==> src/common/isaPkg.sv <==
package isaPkg;

    typedef logic [5:0] opcode_t;
    typedef logic [5:0] funct_t;

    // primary opcodes
    localparam opcode_t OP_RTYPE = 6'd0;
    localparam opcode_t OP_J     = 6'd2;
    localparam opcode_t OP_JAL   = 6'd3;
    localparam opcode_t OP_BEQ   = 6'd4;
    localparam opcode_t OP_BNE   = 6'd5;
    localparam opcode_t OP_BLE   = 6'd6;
    localparam opcode_t OP_BGT   = 6'd7;
    localparam opcode_t OP_ADDI  = 6'd8;
    localparam opcode_t OP_ADDIU = 6'd9;
    localparam opcode_t OP_SLTI  = 6'd10;
    localparam opcode_t OP_LW    = 6'd35;
    localparam opcode_t OP_SW    = 6'd43;

    // funct field, R-type only
    localparam funct_t FN_SLL  = 6'd0;
    localparam funct_t FN_SRL  = 6'd2;
    localparam funct_t FN_SRA  = 6'd3;
    localparam funct_t FN_SLLV = 6'd4;
    localparam funct_t FN_SRAV = 6'd7;
    localparam funct_t FN_ADD  = 6'd32;
    localparam funct_t FN_SUB  = 6'd34;
    localparam funct_t FN_AND  = 6'd36;
    localparam funct_t FN_OR   = 6'd37;
    localparam funct_t FN_SLT  = 6'd42;

    typedef enum logic [3:0] {
        CLS_ALU_REG,
        CLS_ALU_IMM,
        CLS_SHIFT,
        CLS_BRANCH,
        CLS_LOAD,
        CLS_STORE,
        CLS_JUMP,
        CLS_JAL,
        CLS_ILLEGAL
    } instrClass_t;

endpackage

==> src/common/controlPkg.sv <==
package controlPkg;

    import isaPkg::*;

    typedef enum logic [4:0] {
        ALU_ADD = 5'd1,
        ALU_SUB = 5'd2,
        ALU_AND = 5'd3,
        ALU_OR  = 5'd4,
        ALU_SLT = 5'd7,
        ALU_EQ  = 5'd15,
        ALU_NE  = 5'd14,
        ALU_LE  = 5'd16,
        ALU_GT  = 5'd17
    } aluOp_t;

    typedef enum logic [2:0] {
        SH_NONE        = 3'd0,
        SH_LOAD        = 3'd1,
        SH_LEFT        = 3'd2,
        SH_RIGHT_LOGIC = 3'd3,
        SH_RIGHT_ARITH = 3'd4
    } shiftType_t;

    typedef enum logic [1:0] {
        SHS_REG   = 2'd0,  // rs holds the amount
        SHS_SHAMT = 2'd2
    } shiftSrc_t;

    typedef enum logic {SRCA_PC, SRCA_REG} aluSrcA_t;

    typedef enum logic [2:0] {
        SRCB_REG           = 3'd0,
        SRCB_FOUR          = 3'd1,
        SRCB_IMM           = 3'd2,
        SRCB_BRANCH_OFFSET = 3'd3
    } aluSrcB_t;

    typedef enum logic [2:0] {
        PCS_JUMP_TARGET = 3'd0,
        PCS_ALU_OUT     = 3'd1,
        PCS_ALU_RESULT  = 3'd2
    } pcSource_t;

    typedef enum logic [2:0] {
        M2R_ALU_OUT  = 3'd0,
        M2R_MEM_DATA = 3'd1,
        M2R_SHIFTER  = 3'd2,
        M2R_PC       = 3'd4  // return address for jal
    } memToReg_t;

    typedef enum logic [1:0] {RD_RT, RD_RD, RD_RA} regDest_t;

    typedef enum logic [3:0] {
        ST_IDLE, ST_FETCH, ST_DECODE, ST_EXECUTE,
        ST_SHIFT_LOAD, ST_SHIFT_RUN, ST_ALU_WRITEBACK,
        ST_BRANCH_TARGET, ST_BRANCH_COMPARE,
        ST_ADDR_CALC, ST_MEM_READ, ST_MEM_WAIT, ST_MEM_WRITEBACK, ST_MEM_WRITE,
        ST_JUMP
    } seqState_t;

    typedef struct packed {
        instrClass_t instrClass;
        aluOp_t      aluOp;
        shiftType_t  shiftType;
        shiftSrc_t   shiftSrc;
        aluSrcB_t    aluSrcB;
        regDest_t    writeDest;
        memToReg_t   writeSource;
    } decodedInstr_t;

    typedef struct packed {
        logic       pcWrite;
        logic       pcWriteCond;
        pcSource_t  pcSource;
        logic       iorD;
        logic       memRead;
        logic       memWrite;
        logic       irWrite;
        logic       regWrite;
        regDest_t   regDest;
        memToReg_t  memToReg;
        aluSrcA_t   aluSrcA;
        aluSrcB_t   aluSrcB;
        aluOp_t     aluOp;
        logic       aluOutLoad;
        shiftSrc_t  shiftSrc;
        shiftType_t shiftType;
    } controlWord_t;

    localparam controlWord_t IDLE_WORD = '{
        pcWrite: 1'b0, pcWriteCond: 1'b0, pcSource: PCS_JUMP_TARGET,
        iorD: 1'b0, memRead: 1'b0, memWrite: 1'b0, irWrite: 1'b0,
        regWrite: 1'b0, regDest: RD_RT, memToReg: M2R_ALU_OUT,
        aluSrcA: SRCA_PC, aluSrcB: SRCB_REG, aluOp: ALU_ADD,
        aluOutLoad: 1'b0, shiftSrc: SHS_REG, shiftType: SH_NONE
    };

endpackage

==> src/hw/controlSequencer.sv <==
`timescale 1ns/1ps

module controlSequencer
    import isaPkg::*, controlPkg::*;
(
    input  logic        clk,
    input  logic        reset,
    input  instrClass_t instrClass,
    output seqState_t   state
);

    seqState_t nextState;

    always_ff @(posedge clk)
    begin
        if (reset)
        begin
            state <= ST_IDLE;
        end
        else
        begin
            state <= nextState;
        end
    end

    always_comb
    begin
        nextState = ST_FETCH;
        case (state)
            ST_IDLE:  nextState = ST_FETCH;
            ST_FETCH: nextState = ST_DECODE;
            ST_DECODE:
            begin
                // first class specific cycle
                case (instrClass)
                    CLS_ALU_REG, CLS_ALU_IMM: nextState = ST_EXECUTE;
                    CLS_SHIFT:                nextState = ST_SHIFT_LOAD;
                    CLS_BRANCH:               nextState = ST_BRANCH_TARGET;
                    CLS_LOAD, CLS_STORE:      nextState = ST_ADDR_CALC;
                    CLS_JUMP, CLS_JAL:        nextState = ST_JUMP;
                    default:                  nextState = ST_FETCH;  // undefined goes back to fetch
                endcase
            end
            ST_EXECUTE:        nextState = ST_ALU_WRITEBACK;
            ST_SHIFT_LOAD:     nextState = ST_SHIFT_RUN;
            ST_SHIFT_RUN:      nextState = ST_ALU_WRITEBACK;
            ST_BRANCH_TARGET:  nextState = ST_BRANCH_COMPARE;
            ST_ADDR_CALC:
            begin
                if (instrClass == CLS_STORE)
                begin
                    nextState = ST_MEM_WRITE;
                end
                else
                begin
                    nextState = ST_MEM_READ;
                end
            end
            ST_MEM_READ:       nextState = ST_MEM_WAIT;
            ST_MEM_WAIT:       nextState = ST_MEM_WRITEBACK;  // memory has one wait cycle
            ST_ALU_WRITEBACK,
            ST_BRANCH_COMPARE,
            ST_MEM_WRITEBACK,
            ST_MEM_WRITE,
            ST_JUMP:           nextState = ST_FETCH;
            default:           nextState = ST_FETCH;
        endcase
    end

endmodule

==> src/hw/controlUnit.sv <==
`timescale 1ns/1ps

module controlUnit
    import isaPkg::*, controlPkg::*;
(
    input  logic         clk,
    input  logic         reset,
    input  opcode_t      opcode,
    input  funct_t       funct,
    output controlWord_t ctrl
);

    decodedInstr_t decoded;
    seqState_t     state;

    instructionDecoder decoder (
        .opcode  (opcode),
        .funct   (funct),
        .decoded (decoded)
    );

    controlSequencer sequencer (
        .clk        (clk),
        .reset      (reset),
        .instrClass (decoded.instrClass),
        .state      (state)
    );

    controlWordEncoder encoder (
        .state   (state),
        .decoded (decoded),
        .ctrl    (ctrl)
    );

endmodule

==> src/hw/controlWordEncoder.sv <==
`timescale 1ns/1ps

module controlWordEncoder
    import controlPkg::*;
(
    input  seqState_t     state,
    input  decodedInstr_t decoded,
    output controlWord_t  ctrl
);

    always_comb
    begin
        ctrl = IDLE_WORD;
        case (state)
            ST_FETCH:
            begin
                ctrl.memRead = 1'b1;
                ctrl.irWrite = 1'b1;
                ctrl.iorD    = 1'b0;  // address from pc
            end
            ST_DECODE:
            begin
                // pc + 4
                ctrl.aluSrcA  = SRCA_PC;
                ctrl.aluSrcB  = SRCB_FOUR;
                ctrl.aluOp    = ALU_ADD;
                ctrl.pcWrite  = 1'b1;
                ctrl.pcSource = PCS_ALU_RESULT;
            end
            ST_EXECUTE:
            begin
                ctrl.aluSrcA    = SRCA_REG;
                ctrl.aluSrcB    = decoded.aluSrcB;
                ctrl.aluOp      = decoded.aluOp;
                ctrl.aluOutLoad = 1'b1;
            end
            ST_SHIFT_LOAD:
            begin
                ctrl.shiftType = SH_LOAD;
                ctrl.shiftSrc  = decoded.shiftSrc;
            end
            ST_SHIFT_RUN: ctrl.shiftType = decoded.shiftType;
            ST_ALU_WRITEBACK, ST_MEM_WRITEBACK:
            begin
                ctrl.regWrite = 1'b1;
                ctrl.regDest  = decoded.writeDest;
                ctrl.memToReg = decoded.writeSource;
            end
            ST_BRANCH_TARGET:
            begin
                // target kept in aluOut for the compare cycle
                ctrl.aluSrcA    = SRCA_PC;
                ctrl.aluSrcB    = SRCB_BRANCH_OFFSET;
                ctrl.aluOp      = ALU_ADD;
                ctrl.aluOutLoad = 1'b1;
            end
            ST_BRANCH_COMPARE:
            begin
                ctrl.aluSrcA     = SRCA_REG;
                ctrl.aluSrcB     = SRCB_REG;
                ctrl.aluOp       = decoded.aluOp;
                ctrl.pcWriteCond = 1'b1;
                ctrl.pcSource    = PCS_ALU_OUT;
            end
            ST_ADDR_CALC:
            begin
                ctrl.aluSrcA    = SRCA_REG;
                ctrl.aluSrcB    = SRCB_IMM;
                ctrl.aluOp      = ALU_ADD;
                ctrl.aluOutLoad = 1'b1;
            end
            ST_MEM_READ, ST_MEM_WAIT:
            begin
                ctrl.iorD    = 1'b1;
                ctrl.memRead = 1'b1;
            end
            ST_MEM_WRITE:
            begin
                ctrl.iorD     = 1'b1;
                ctrl.memWrite = 1'b1;
            end
            ST_JUMP:
            begin
                ctrl.pcWrite  = 1'b1;
                ctrl.pcSource = PCS_JUMP_TARGET;
                if (decoded.writeDest == RD_RA)  // jal links
                begin
                    ctrl.regWrite = 1'b1;
                    ctrl.regDest  = decoded.writeDest;
                    ctrl.memToReg = decoded.writeSource;
                end
            end
            default: ctrl = IDLE_WORD;
        endcase
    end

endmodule

==> src/hw/instructionDecoder.sv <==
`timescale 1ns/1ps

module instructionDecoder
    import isaPkg::*, controlPkg::*;
(
    input  opcode_t       opcode,
    input  funct_t        funct,
    output decodedInstr_t decoded
);

    always_comb
    begin
        decoded.instrClass  = CLS_ILLEGAL;
        decoded.aluOp       = ALU_ADD;
        decoded.shiftType   = SH_NONE;
        decoded.shiftSrc    = SHS_REG;
        decoded.aluSrcB     = SRCB_IMM;
        decoded.writeDest   = RD_RT;
        decoded.writeSource = M2R_ALU_OUT;

        case (opcode)
            OP_RTYPE:
            begin
                decoded.aluSrcB   = SRCB_REG;
                decoded.writeDest = RD_RD;
                case (funct)
                    FN_ADD, FN_SUB, FN_AND, FN_OR, FN_SLT:
                    begin
                        decoded.instrClass = CLS_ALU_REG;
                        case (funct)
                            FN_SUB:  decoded.aluOp = ALU_SUB;
                            FN_AND:  decoded.aluOp = ALU_AND;
                            FN_OR:   decoded.aluOp = ALU_OR;
                            FN_SLT:  decoded.aluOp = ALU_SLT;
                            default: decoded.aluOp = ALU_ADD;
                        endcase
                    end
                    FN_SLL, FN_SRL, FN_SRA, FN_SLLV, FN_SRAV:
                    begin
                        decoded.instrClass  = CLS_SHIFT;
                        decoded.writeSource = M2R_SHIFTER;
                        // variable shifts take the amount from rs
                        decoded.shiftSrc = (funct == FN_SLLV || funct == FN_SRAV) ?
                                           SHS_REG : SHS_SHAMT;
                        case (funct)
                            FN_SLL, FN_SLLV: decoded.shiftType = SH_LEFT;
                            FN_SRL:          decoded.shiftType = SH_RIGHT_LOGIC;
                            default:         decoded.shiftType = SH_RIGHT_ARITH;
                        endcase
                    end
                    default: decoded.instrClass = CLS_ILLEGAL;
                endcase
            end
            OP_ADDI, OP_ADDIU: decoded.instrClass = CLS_ALU_IMM;
            OP_SLTI:
            begin
                decoded.instrClass = CLS_ALU_IMM;
                decoded.aluOp      = ALU_SLT;
            end
            OP_BEQ, OP_BNE, OP_BLE, OP_BGT:
            begin
                decoded.instrClass = CLS_BRANCH;
                case (opcode)
                    OP_BNE:  decoded.aluOp = ALU_NE;
                    OP_BLE:  decoded.aluOp = ALU_LE;
                    OP_BGT:  decoded.aluOp = ALU_GT;
                    default: decoded.aluOp = ALU_EQ;
                endcase
            end
            OP_LW:
            begin
                decoded.instrClass  = CLS_LOAD;
                decoded.writeSource = M2R_MEM_DATA;
            end
            OP_SW:   decoded.instrClass = CLS_STORE;
            OP_J:    decoded.instrClass = CLS_JUMP;
            OP_JAL:
            begin
                decoded.instrClass  = CLS_JAL;
                decoded.writeDest   = RD_RA;  // link register
                decoded.writeSource = M2R_PC;
            end
            default: decoded.instrClass = CLS_ILLEGAL;
        endcase
    end

endmodule

==> config.mk <==
export PLATFORM = sky130hd
export DESIGN_NAME = controlUnit
export DESIGN_NICKNAME = d
export VERILOG_FILES = /design/src/common/isaPkg.sv /design/src/common/controlPkg.sv /design/src/hw/controlSequencer.sv /design/src/hw/controlUnit.sv /design/src/hw/controlWordEncoder.sv /design/src/hw/instructionDecoder.sv
export SDC_FILE = /design/constraint.sdc
export NUM_CORES = 1
export LEC_CHECK = 0
export BUFFER_PORTS_ARGS = -buffer_cell sky130_fd_sc_hd__buf_2
export CAP_MARGIN = 15
export CORE_MARGIN = 1.5
export CORE_UTILIZATION = 50
export DETAILED_ROUTE_END_ITERATION = 16
export MAX_ROUTING_LAYER = met4
export PLACE_DENSITY = 0.85
export SYNTH_ARGS = -nofsm -noshare
export SYNTH_HDL_FRONTEND = slang
export SYNTH_SLANG_ARGS = --single-unit
==> constraint.sdc <==
create_clock -name clk -period 4.7 [get_ports clk]
set_clock_uncertainty 0.1 [all_clocks]
set_input_delay 0.47 -clock clk [delete_from_list [all_inputs] [get_ports clk]]
set_output_delay 0.47 -clock clk [all_outputs]
set_load 0.005 [all_outputs]
# Word level (Yosys, flattened, before mapping)
# Memories as Yosys holds them, arrays and structs flattened.
# Cells that the tools add are included.
[word_totals]
mem_count = 1
output_inout_bits = 30
input_bits = 14
wordCells = 81
regBits = 4
ram_bits = 0
latch_bits = 0
rom_bits = 32
[classes]
n_shift = 0
n_addsub = 0
mux = 29
order_cmp = 0
n_mul = 0
eq_ne = 36
n_reduce_logical = 14
div_mod_pow = 0
n_bitwise = 0
[mem_list]
columns = ["memory", "words", "word_bits", "rd", "rd_clocked_by_memory_dff", "write_ports", "line", "rtl"]
rows = [
  ["(no name shown)", 8, 4, 1, 0, 0, "controlSequencer.sv:35", "case (instrClass)"],
]
[op_table]
columns = ["op", "count"]
rows = [
  ["one-hot mux 9 bit (5 select lines)", 1],
  ["equality test 6 bit, second input constant", 7],
  ["equality test 6 x 3 -> 1 bit, second input constant", 6],
  ["one-hot mux 4 bit (8 select lines)", 1],
  ["one-hot mux 5 bit (3 select lines)", 2],
  ["equality test 4 bit, second input constant", 7],
  ["one-hot mux 4 bit (7 select lines)", 1],
  ["equality test 6 x 2 -> 1 bit, second input constant", 4],
  ["equality test 4 x 3 -> 1 bit, second input constant", 5],
  ["equality test 6 x 4 -> 1 bit, second input constant", 3],
  ["zero test 6 bit", 2],
  ["one-hot mux 3 bit (2 select lines)", 2],
  ["one-hot mux 3 bit (4 select lines)", 1],
  ["one-hot mux 6 bit (2 select lines)", 1],
  ["OR reduction 3 bit", 4],
  ["OR reduction 5 bit", 2],
  ["one-hot mux 3 bit (3 select lines)", 1],
  ["equality test 4 x 2 -> 1 bit, second input constant", 2],
  ["two-way mux 8 bit", 1],
  ["one-hot mux 2 bit (2 select lines)", 2],
  ["one-hot mux 4 bit (2 select lines)", 1],
  ["OR reduction 2 bit", 4],
  ["two-way mux 1 bit", 7],
  ["two-way mux 2 bit", 3],
  ["other kinds (8)", 9],
]

# Longest topological paths before layout
# Gate-level depths: netlist of run 1.
[depth]
depth_word = 7
depth_mapped = 6
depth_no_buf = 5

# Hierarchy
# Synthesis of run 1 repeated with hierarchy kept, for this count alone.
[unflattened]
cells_unflattened = 177
area_unflattened_um2 = 1121.1
[by_module_without_submodules]
columns = ["module", "cells_each", "seq_area_each_um2", "n_inst", "area_each_um2"]
rows = [
  ["instructionDecoder", 78, 0.0, 1, 480.5],
  ["controlWordEncoder", 58, 0.0, 1, 347.8],
  ["controlSequencer", 41, 80.1, 1, 292.8],
]

# Worst setup path after synthesis of run 1
# OpenSTA, ideal clock, no wires.
[synth_timing]
path_kind = "input to output"
startpoint = "input port opcode[2]"
endpoint = "output port ctrl[8] in the netlist's numbering"
cell_stages = 6
arrival_ns = 1.850
t_required_ns = 4.130
path_buffers = 1
setup_slack_ns = 2.280
path_cell_list = "buf_6 > or4_4 > or3_4 > nor2_1 > nand2_1 > a21boi_0"
[synth_rtl]
columns = ["item", "line", "rtl"]
rows = [
  ["from (decl)", "controlUnit.sv:8", "input opcode_t opcode,"],
  ["to (decl)", "controlUnit.sv:10", "output controlWord_t ctrl"],
]

==> results of run 1 <==
power breakdown:
| part | leakage [nW] | switching (mW) | total, mW | internal (mW) |
|---|---|---|---|---|
| registers | 0.0328 | 0.0367 | 0.0801 | 0.0433 |
| logic | 0.476 | 0.0979 | 0.184 | 0.0857 |
| clock network | 0.0138 | 0.0138 | 0.0423 | 0.0285 |
| total | 0.522 | 0.148 | 0.306 | 0.158 |
worst reg2reg max path: cells and delay by family, from the launching register on:
family | cells | cell delay, ns
and+or+nand+nor | 3 | 0.73
DFF | 1 | 0.64
AOI/OAI and AO/OA | 2 | 0.40
layout by cell type (no fill, tap or decap), types with 2 or more instances in the layout:
cell type	n
dfxtp_1	4
nand3_1	3
inv_1	8
nand2_1	23
nor4_1	2
and3_1	2
conb_1	3
o32ai_1	3
buf_2	40
nand2b_1	9
o21ai_0	5
nor3b_1	3
nor3_1	9
a21bo_2	2
nor2b_1	6
o22ai_1	2
o2111ai_1	2
a21o_1	2
o21a_1	2
a21oi_1	10
nor2_1	21
mux2i_1	2
or3_1	2
clkbuf_4	3
how the worst max path moves through the flow:
stage               cells after the start       from  slack [ns]       to
floorplan                               6  opcode[2]        2.28  ctrl[8]
detailed placement                      7  opcode[0]        2.08  ctrl[7]
CTS                                     7  opcode[0]        2.08  ctrl[7]
finish                                  7  opcode[0]        2.09  ctrl[8]
global route                            6  opcode[0]        1.95  ctrl[4]
global placement                        7  opcode[0]        2.11  ctrl[8]
layout make-up:
class                      instances  area, µm²
clock buffer                       3       22.5
fill                             173        619
inverter                           8       30.0
multi-input combinational        131        762
sequential                         4       80.1
tap                               25       31.3
timing repair buffer              40        200
kinds of logic (layout without fill, tap and decap cells):
logic type / after synthesis / after routing / share of synthesized area, %
simple gates: 86 / 86 / 47.1
xor+xnor: 1 / 1 / 0.929
compound gates: 39 / 39 / 29.4
other cells: 1 / 3 / 0.397
buf+inv: 23 / 51 / 11.5
flops: 4 / 4 / 8.49
mux: 2 / 2 / 2.12
layer usage:
| metal | global-route usage [%] | vias to the layer above | routed length [µm] |
|---|---|---|---|
| met5 | - | - | 0 |
| met4 | 0.571 | 0 | 0 |
| met3 | 4.71 | 0 | 165 |
| met2 | 43.1 | 56 | 1200 |
| met1 | 34.6 | 530 | 1170 |
| li1 | - | 604 | - |
stage by stage:
stage / worst slack (ns) / util [%]
6_report: 2.09 / 64.5
5_1_grt: 1.95 / 64.5
4_1_cts: 2.08 / 64.5
3_5_place_dp: 2.08 / 63.2
3_3_place_gp: 2.11 / 63.2
2_1_floorplan: 2.28 / -
==> results.toml, run 1 <==
[clocking]
htree_levels = 1
cts_resized = 0
clockBufferDepth = 2
insertion_delay_ns = 0.23
cts.sinks = 4
post_cts_buffers = 0
cts_tree = "built"
ctsHoldBuffers = 0
path_clk_slew_ns = 0.03
ctsRootBufferMaster = "clkbuf_4"
cts_buffers = 3

[synth]
yosysSeqAreaShare_pct = 8.49
syn_area_um2 = 943
synthArstFlopShare_pct = 0
synth_top_cell_area_share_pct = 9.15
syn_area_per_cell_um2 = 6.05
synth_cell_types = 43
ys.warnings.count = 0
yosysTopAreaCell = "nand2_1"
netlist_instances = 156
synthTopCellsByCount = "nand2_1, nor2_1, a21oi_1, clkbuf_1"
synth_top_flop_cell = "dfxtp_1"
synth.most_common_cell = "nand2_1"
synth_edf_count = 0
ys_seq_elements = 4
netlist_top_cells_area = "nand2_1, dfxtp_1, nor2_1"

[grt]
grt_pass1_vias = 947
grt_pass1_wl_um = 4060
grt.total_usage_pct = 26.0
antenna_found_initial = 0
grt_start_max_net_pins = 19
grt.overflow.total = 0

[sta]
timing.final.crit_share_pct = 55.6
timing.setup.tns_ns = 0
relSlewSlack_pct = 59.0
fin_crit_ns = 2.61
tightestPinTransition_ns = 0.606
grt_setup_unrepaired = "false"
hold_violations = 0
fmax_ghz = 0.382
drv_slew = 0
setup_viol = 0
timing.hold.ws_ns = 0.376

[worst_setup_path]
end_kind = "output pin"
crit_slowest_cell = "or4_4"
r2r_end = "sequencer.state[1]"
worstPathCellList = "buf_2 -> or4_4 -> or3_4 -> nor2_1 -> nand2_1 -> a21boi_0 -> buf_2"
crit_arrival_ns = 2.04
required_ns = 4.13
critPathMaxStageDelay_ns = 0.57
crit_path_start_kind = "primary input"
rrSetupSlack_ns = 2.73
crit_family = "simple AND/OR/NAND/NOR gates"
timing.rr.start = "sequencer.state[1]"
reg2regPathDepth = 5
critPathKind = "in2out"
cpMostUsedCell = "buf_2"
path_max_fanout = 8
path_buf_inv = 2

[floorplanning]
rows = 15
die_height_um = 46.4
io_pins = 44
die_w_um = 46.4
start_util_pct = 54.1
coreArea_mm2 = 0.00175
die_area_mm2 = 0.00216

[drt]
wl_per_cell_um = 12.0
drc = 0
dr_total_vias = 1190
drt_pass1_iterations = 4
drt_iter0_markers = 19
vias_per_cell = 5.64
drt-total-wl_um = 2530
drtAntennaViolNets = 0

[power_and_ir_drop]
ir_worst_vdd_mv = 0.156
p_leak_nw = 0.522
power_mw = 0.306
power_density_mw_per_mm2 = 272

[hold_path]
hold_depth = 2
hold_path_startpoint = "reset"
hold_class = "in2reg"
min_to = "sequencer.state[1]"

[layout]
fin_nets = 202
diodes = 0
biggestRegsByFlops = "sequencer.state (4)"
top_register = "sequencer.state"
fin_cells = 211
final_area_mm2 = 0.00113
largest_reg_flops = 4
area_delta_synth_final_pct = 19.4
drive_above_1_share_pct = 27.4

[placed_design]
place_inst = 208
port_buffers = 40
placed_cell_area_mm2 = 0.00110
dpl.hpwl_um = 1970
place_congestion = 0.979

[status]
outcome = "complete, no violations"

[flow_run]
cap_violations = 0
Note: power is estimated with default switching activity, not from simulation.
==> inputs of run 2 (changes only) <==
--- a/config.mk
+++ b/config.mk
@@ -5,13 +5,14 @@
 export SDC_FILE = /design/constraint.sdc
 export NUM_CORES = 1
 export LEC_CHECK = 0
+export ABC_AREA = 1
 export BUFFER_PORTS_ARGS = -buffer_cell sky130_fd_sc_hd__buf_2
 export CAP_MARGIN = 15
 export CORE_MARGIN = 1.5
-export CORE_UTILIZATION = 50
+export CORE_UTILIZATION = 46
 export DETAILED_ROUTE_END_ITERATION = 16
 export MAX_ROUTING_LAYER = met4
-export PLACE_DENSITY = 0.85
+export PLACE_DENSITY = 0.8
 export SYNTH_ARGS = -nofsm -noshare
 export SYNTH_HDL_FRONTEND = slang
 export SYNTH_SLANG_ARGS = --single-unit
==> constraint.sdc (replaced) <==
create_clock -name clk -period 2.6 [get_ports clk]
set_clock_uncertainty 0.1 [all_clocks]
set_input_delay 0.26 -clock clk [delete_from_list [all_inputs] [get_ports clk]]
set_output_delay 0.26 -clock clk [all_outputs]
set_load 0.005 [all_outputs]
==> results.toml, run 2 <==
[layout]
biggestRegsByFlops = "sequencer.state (4)"
drive_above_1_share_pct = 38.3
area_delta_synth_final_pct = 25.7
final_common_cell = "buf_2"
fin_nets = 222
top_register = "sequencer.state"
final_cell_mix = "buf_2, nand2_1, inv_1, nor2_1, inv_2"
final-seq-area_um2 = 80.1
diodes = 0
fill_cells = 190
multi_input_area_um2 = 668
largest_reg_flops = 4

[worst_setup_path]
critPathMaxStageDelay_ns = 0.43
path_buf_inv = 4
crit_slowest_cell = "dfxtp_1"
path_max_fanout = 4
crit_arrival_ns = 1.57
required_ns = 2.24
worst-path-stages = 8
reg2regPathDepth = 8
worstPathCellList = "inv_2 -> nor2_2 -> inv_2 -> nor2_2 -> nor2_1 -> inv_1 -> o2111ai_1 -> buf_2"
crit_path_start_kind = "register"
critPathKind = "reg2out"
crit_family = "simple AND/OR/NAND/NOR gates"
end_kind = "output pin"

[grt]
grt.total_usage_pct = 27.2
grt.overflow.total = 0
antenna_found_initial = 0
grt_pass1_wl_um = 4220
grt_pass1_vias = 1008
grt_start_max_net_pins = 8

[floorplanning]
die_height_um = 47.3
rows = 15
die_area_mm2 = 0.00223
coreArea_mm2 = 0.00178
die_w_um = 47.3
start_util_pct = 50.5
io_pins = 44

[synth]
ys.warnings.count = 0
syn_area_um2 = 901
synth_cell_types = 27
synth_edf_count = 0
ys_seq_elements = 4
netlist_top_cells_area = "nand2_1, inv_1, dfxtp_1"
syn_area_per_cell_um2 = 5.46
yosysSeqAreaShare_pct = 8.89
synthArstFlopShare_pct = 0
synth_top_cell_area_share_pct = 14.6
yosysTopAreaCell = "nand2_1"
synth.most_common_cell = "nand2_1"
netlist_instances = 165
synthTopCellsByCount = "nand2_1, inv_1, nor2_1"
synth_top_flop_cell = "dfxtp_1"

[clocking]
insertion_delay_ns = 0.23
ctsRootBufferMaster = "clkbuf_4"
ctsHoldBuffers = 0
cts.sinks = 4
cts_buffers = 3
cts_resized = 0
path_clk_slew_ns = 0.04
post_cts_buffers = 0
cts_tree = "built"
htree_levels = 1
clockBufferDepth = 2

[drt]
drt-total-wl_um = 2650
wl_per_cell_um = 11.5
vias_per_cell = 5.10
drtAntennaViolNets = 0
dr_total_vias = 1177
drc = 0
drt_iter0_markers = 27
drt_pass1_iterations = 4

[sta]
hold_violations = 0
timing.final.crit_share_pct = 74.4
timing.setup.tns_ns = 0
timing.hold.ws_ns = 0.143
setup_viol = 0
drv_slew = 0
fin_crit_ns = 1.93
fmax_ghz = 0.517
grt_setup_unrepaired = "false"

[placed_design]
dpl.hpwl_um = 2240
place_congestion = 1.03
port_buffers = 40

[hold_path]
hold_class = "in2reg"
hold_depth = 2

[flow_run]
cap_violations = 0

[power_and_ir_drop]
p_leak_nw = 0.672
ir_worst_vdd_mv = 0.478
power_density_mw_per_mm2 = 472

[status]
outcome = "complete, no violations"
-- run 2: cell type report --
class	count	share of cell area, %
sequential	4	7.07
clock buffer	3	1.99
inverter	34	11.5
timing repair buffer	40	17.7
tap	25	2.76
multi-input combinational	125	59.0
-- run 2: layer usage --
| metal | up-vias | global-route usage (%) | share of wire, % |
|---|---|---|---|
| met5 | - | - | 0 |
| met1 | 522 | 31.7 | 44 |
| met4 | 0 | 9.44 | 1.5 |
| li1 | 608 | - | - |
| met3 | 6 | 3.46 | 2.9 |
| met2 | 41 | 47.3 | 51 |
-- run 2: per-stage QoR --
stage	utilization (%)	power (mW)	std cells	cell area [µm²]	worst slack, ns
after CTS	63.5	0.535	231	1130	0.689
after global placement	62.2	0.446	228	1110	0.920
after floorplan	-	0.345	167	908	1.19
after global routing	63.5	0.589	231	1130	0.619
final	63.5	0.534	231	1130	0.666
after detailed placement	62.2	0.455	228	1110	0.900
-- run 2: worst paths after layout --
path	from	to	slack [ns]
min reg2reg	sequencer.state[0]	sequencer.state[2]	0.56
max	sequencer.state[3]	ctrl[6]	0.67
min	reset	sequencer.state[1]	0.14
max reg2reg	sequencer.state[0]	sequencer.state[2]	1.15
-- run 2: power by group --
part | total, mW | internal [mW] | switching [mW]
Combinational | 0.357 | 0.123 | 0.234
Clock | 0.0757 | 0.0516 | 0.0242
Sequential | 0.102 | 0.0803 | 0.0216
Total | 0.534 | 0.255 | 0.279
-- run 2: kinds of logic after synthesis --
logic type / count (synthesis) / share of synthesized area (%)
AO/OA/AOI/OAI: 22 / 13.9
buffers and inverters: 38 / 17.8
flip-flops: 4 / 8.89
other: 1 / 0.416
AND/OR/NAND/NOR: 100 / 59.0
-- run 2: worst reg2reg max path, stage by stage (launching register included) --
cell	delay (ns)
dfxtp_1	0.36
inv_2	0.07
nor2_2	0.21
nand2_2	0.15
nor3_2	0.24
a21oi_1	0.07
nand3_1	0.10
nand2_1	0.05
inv_1	0.05
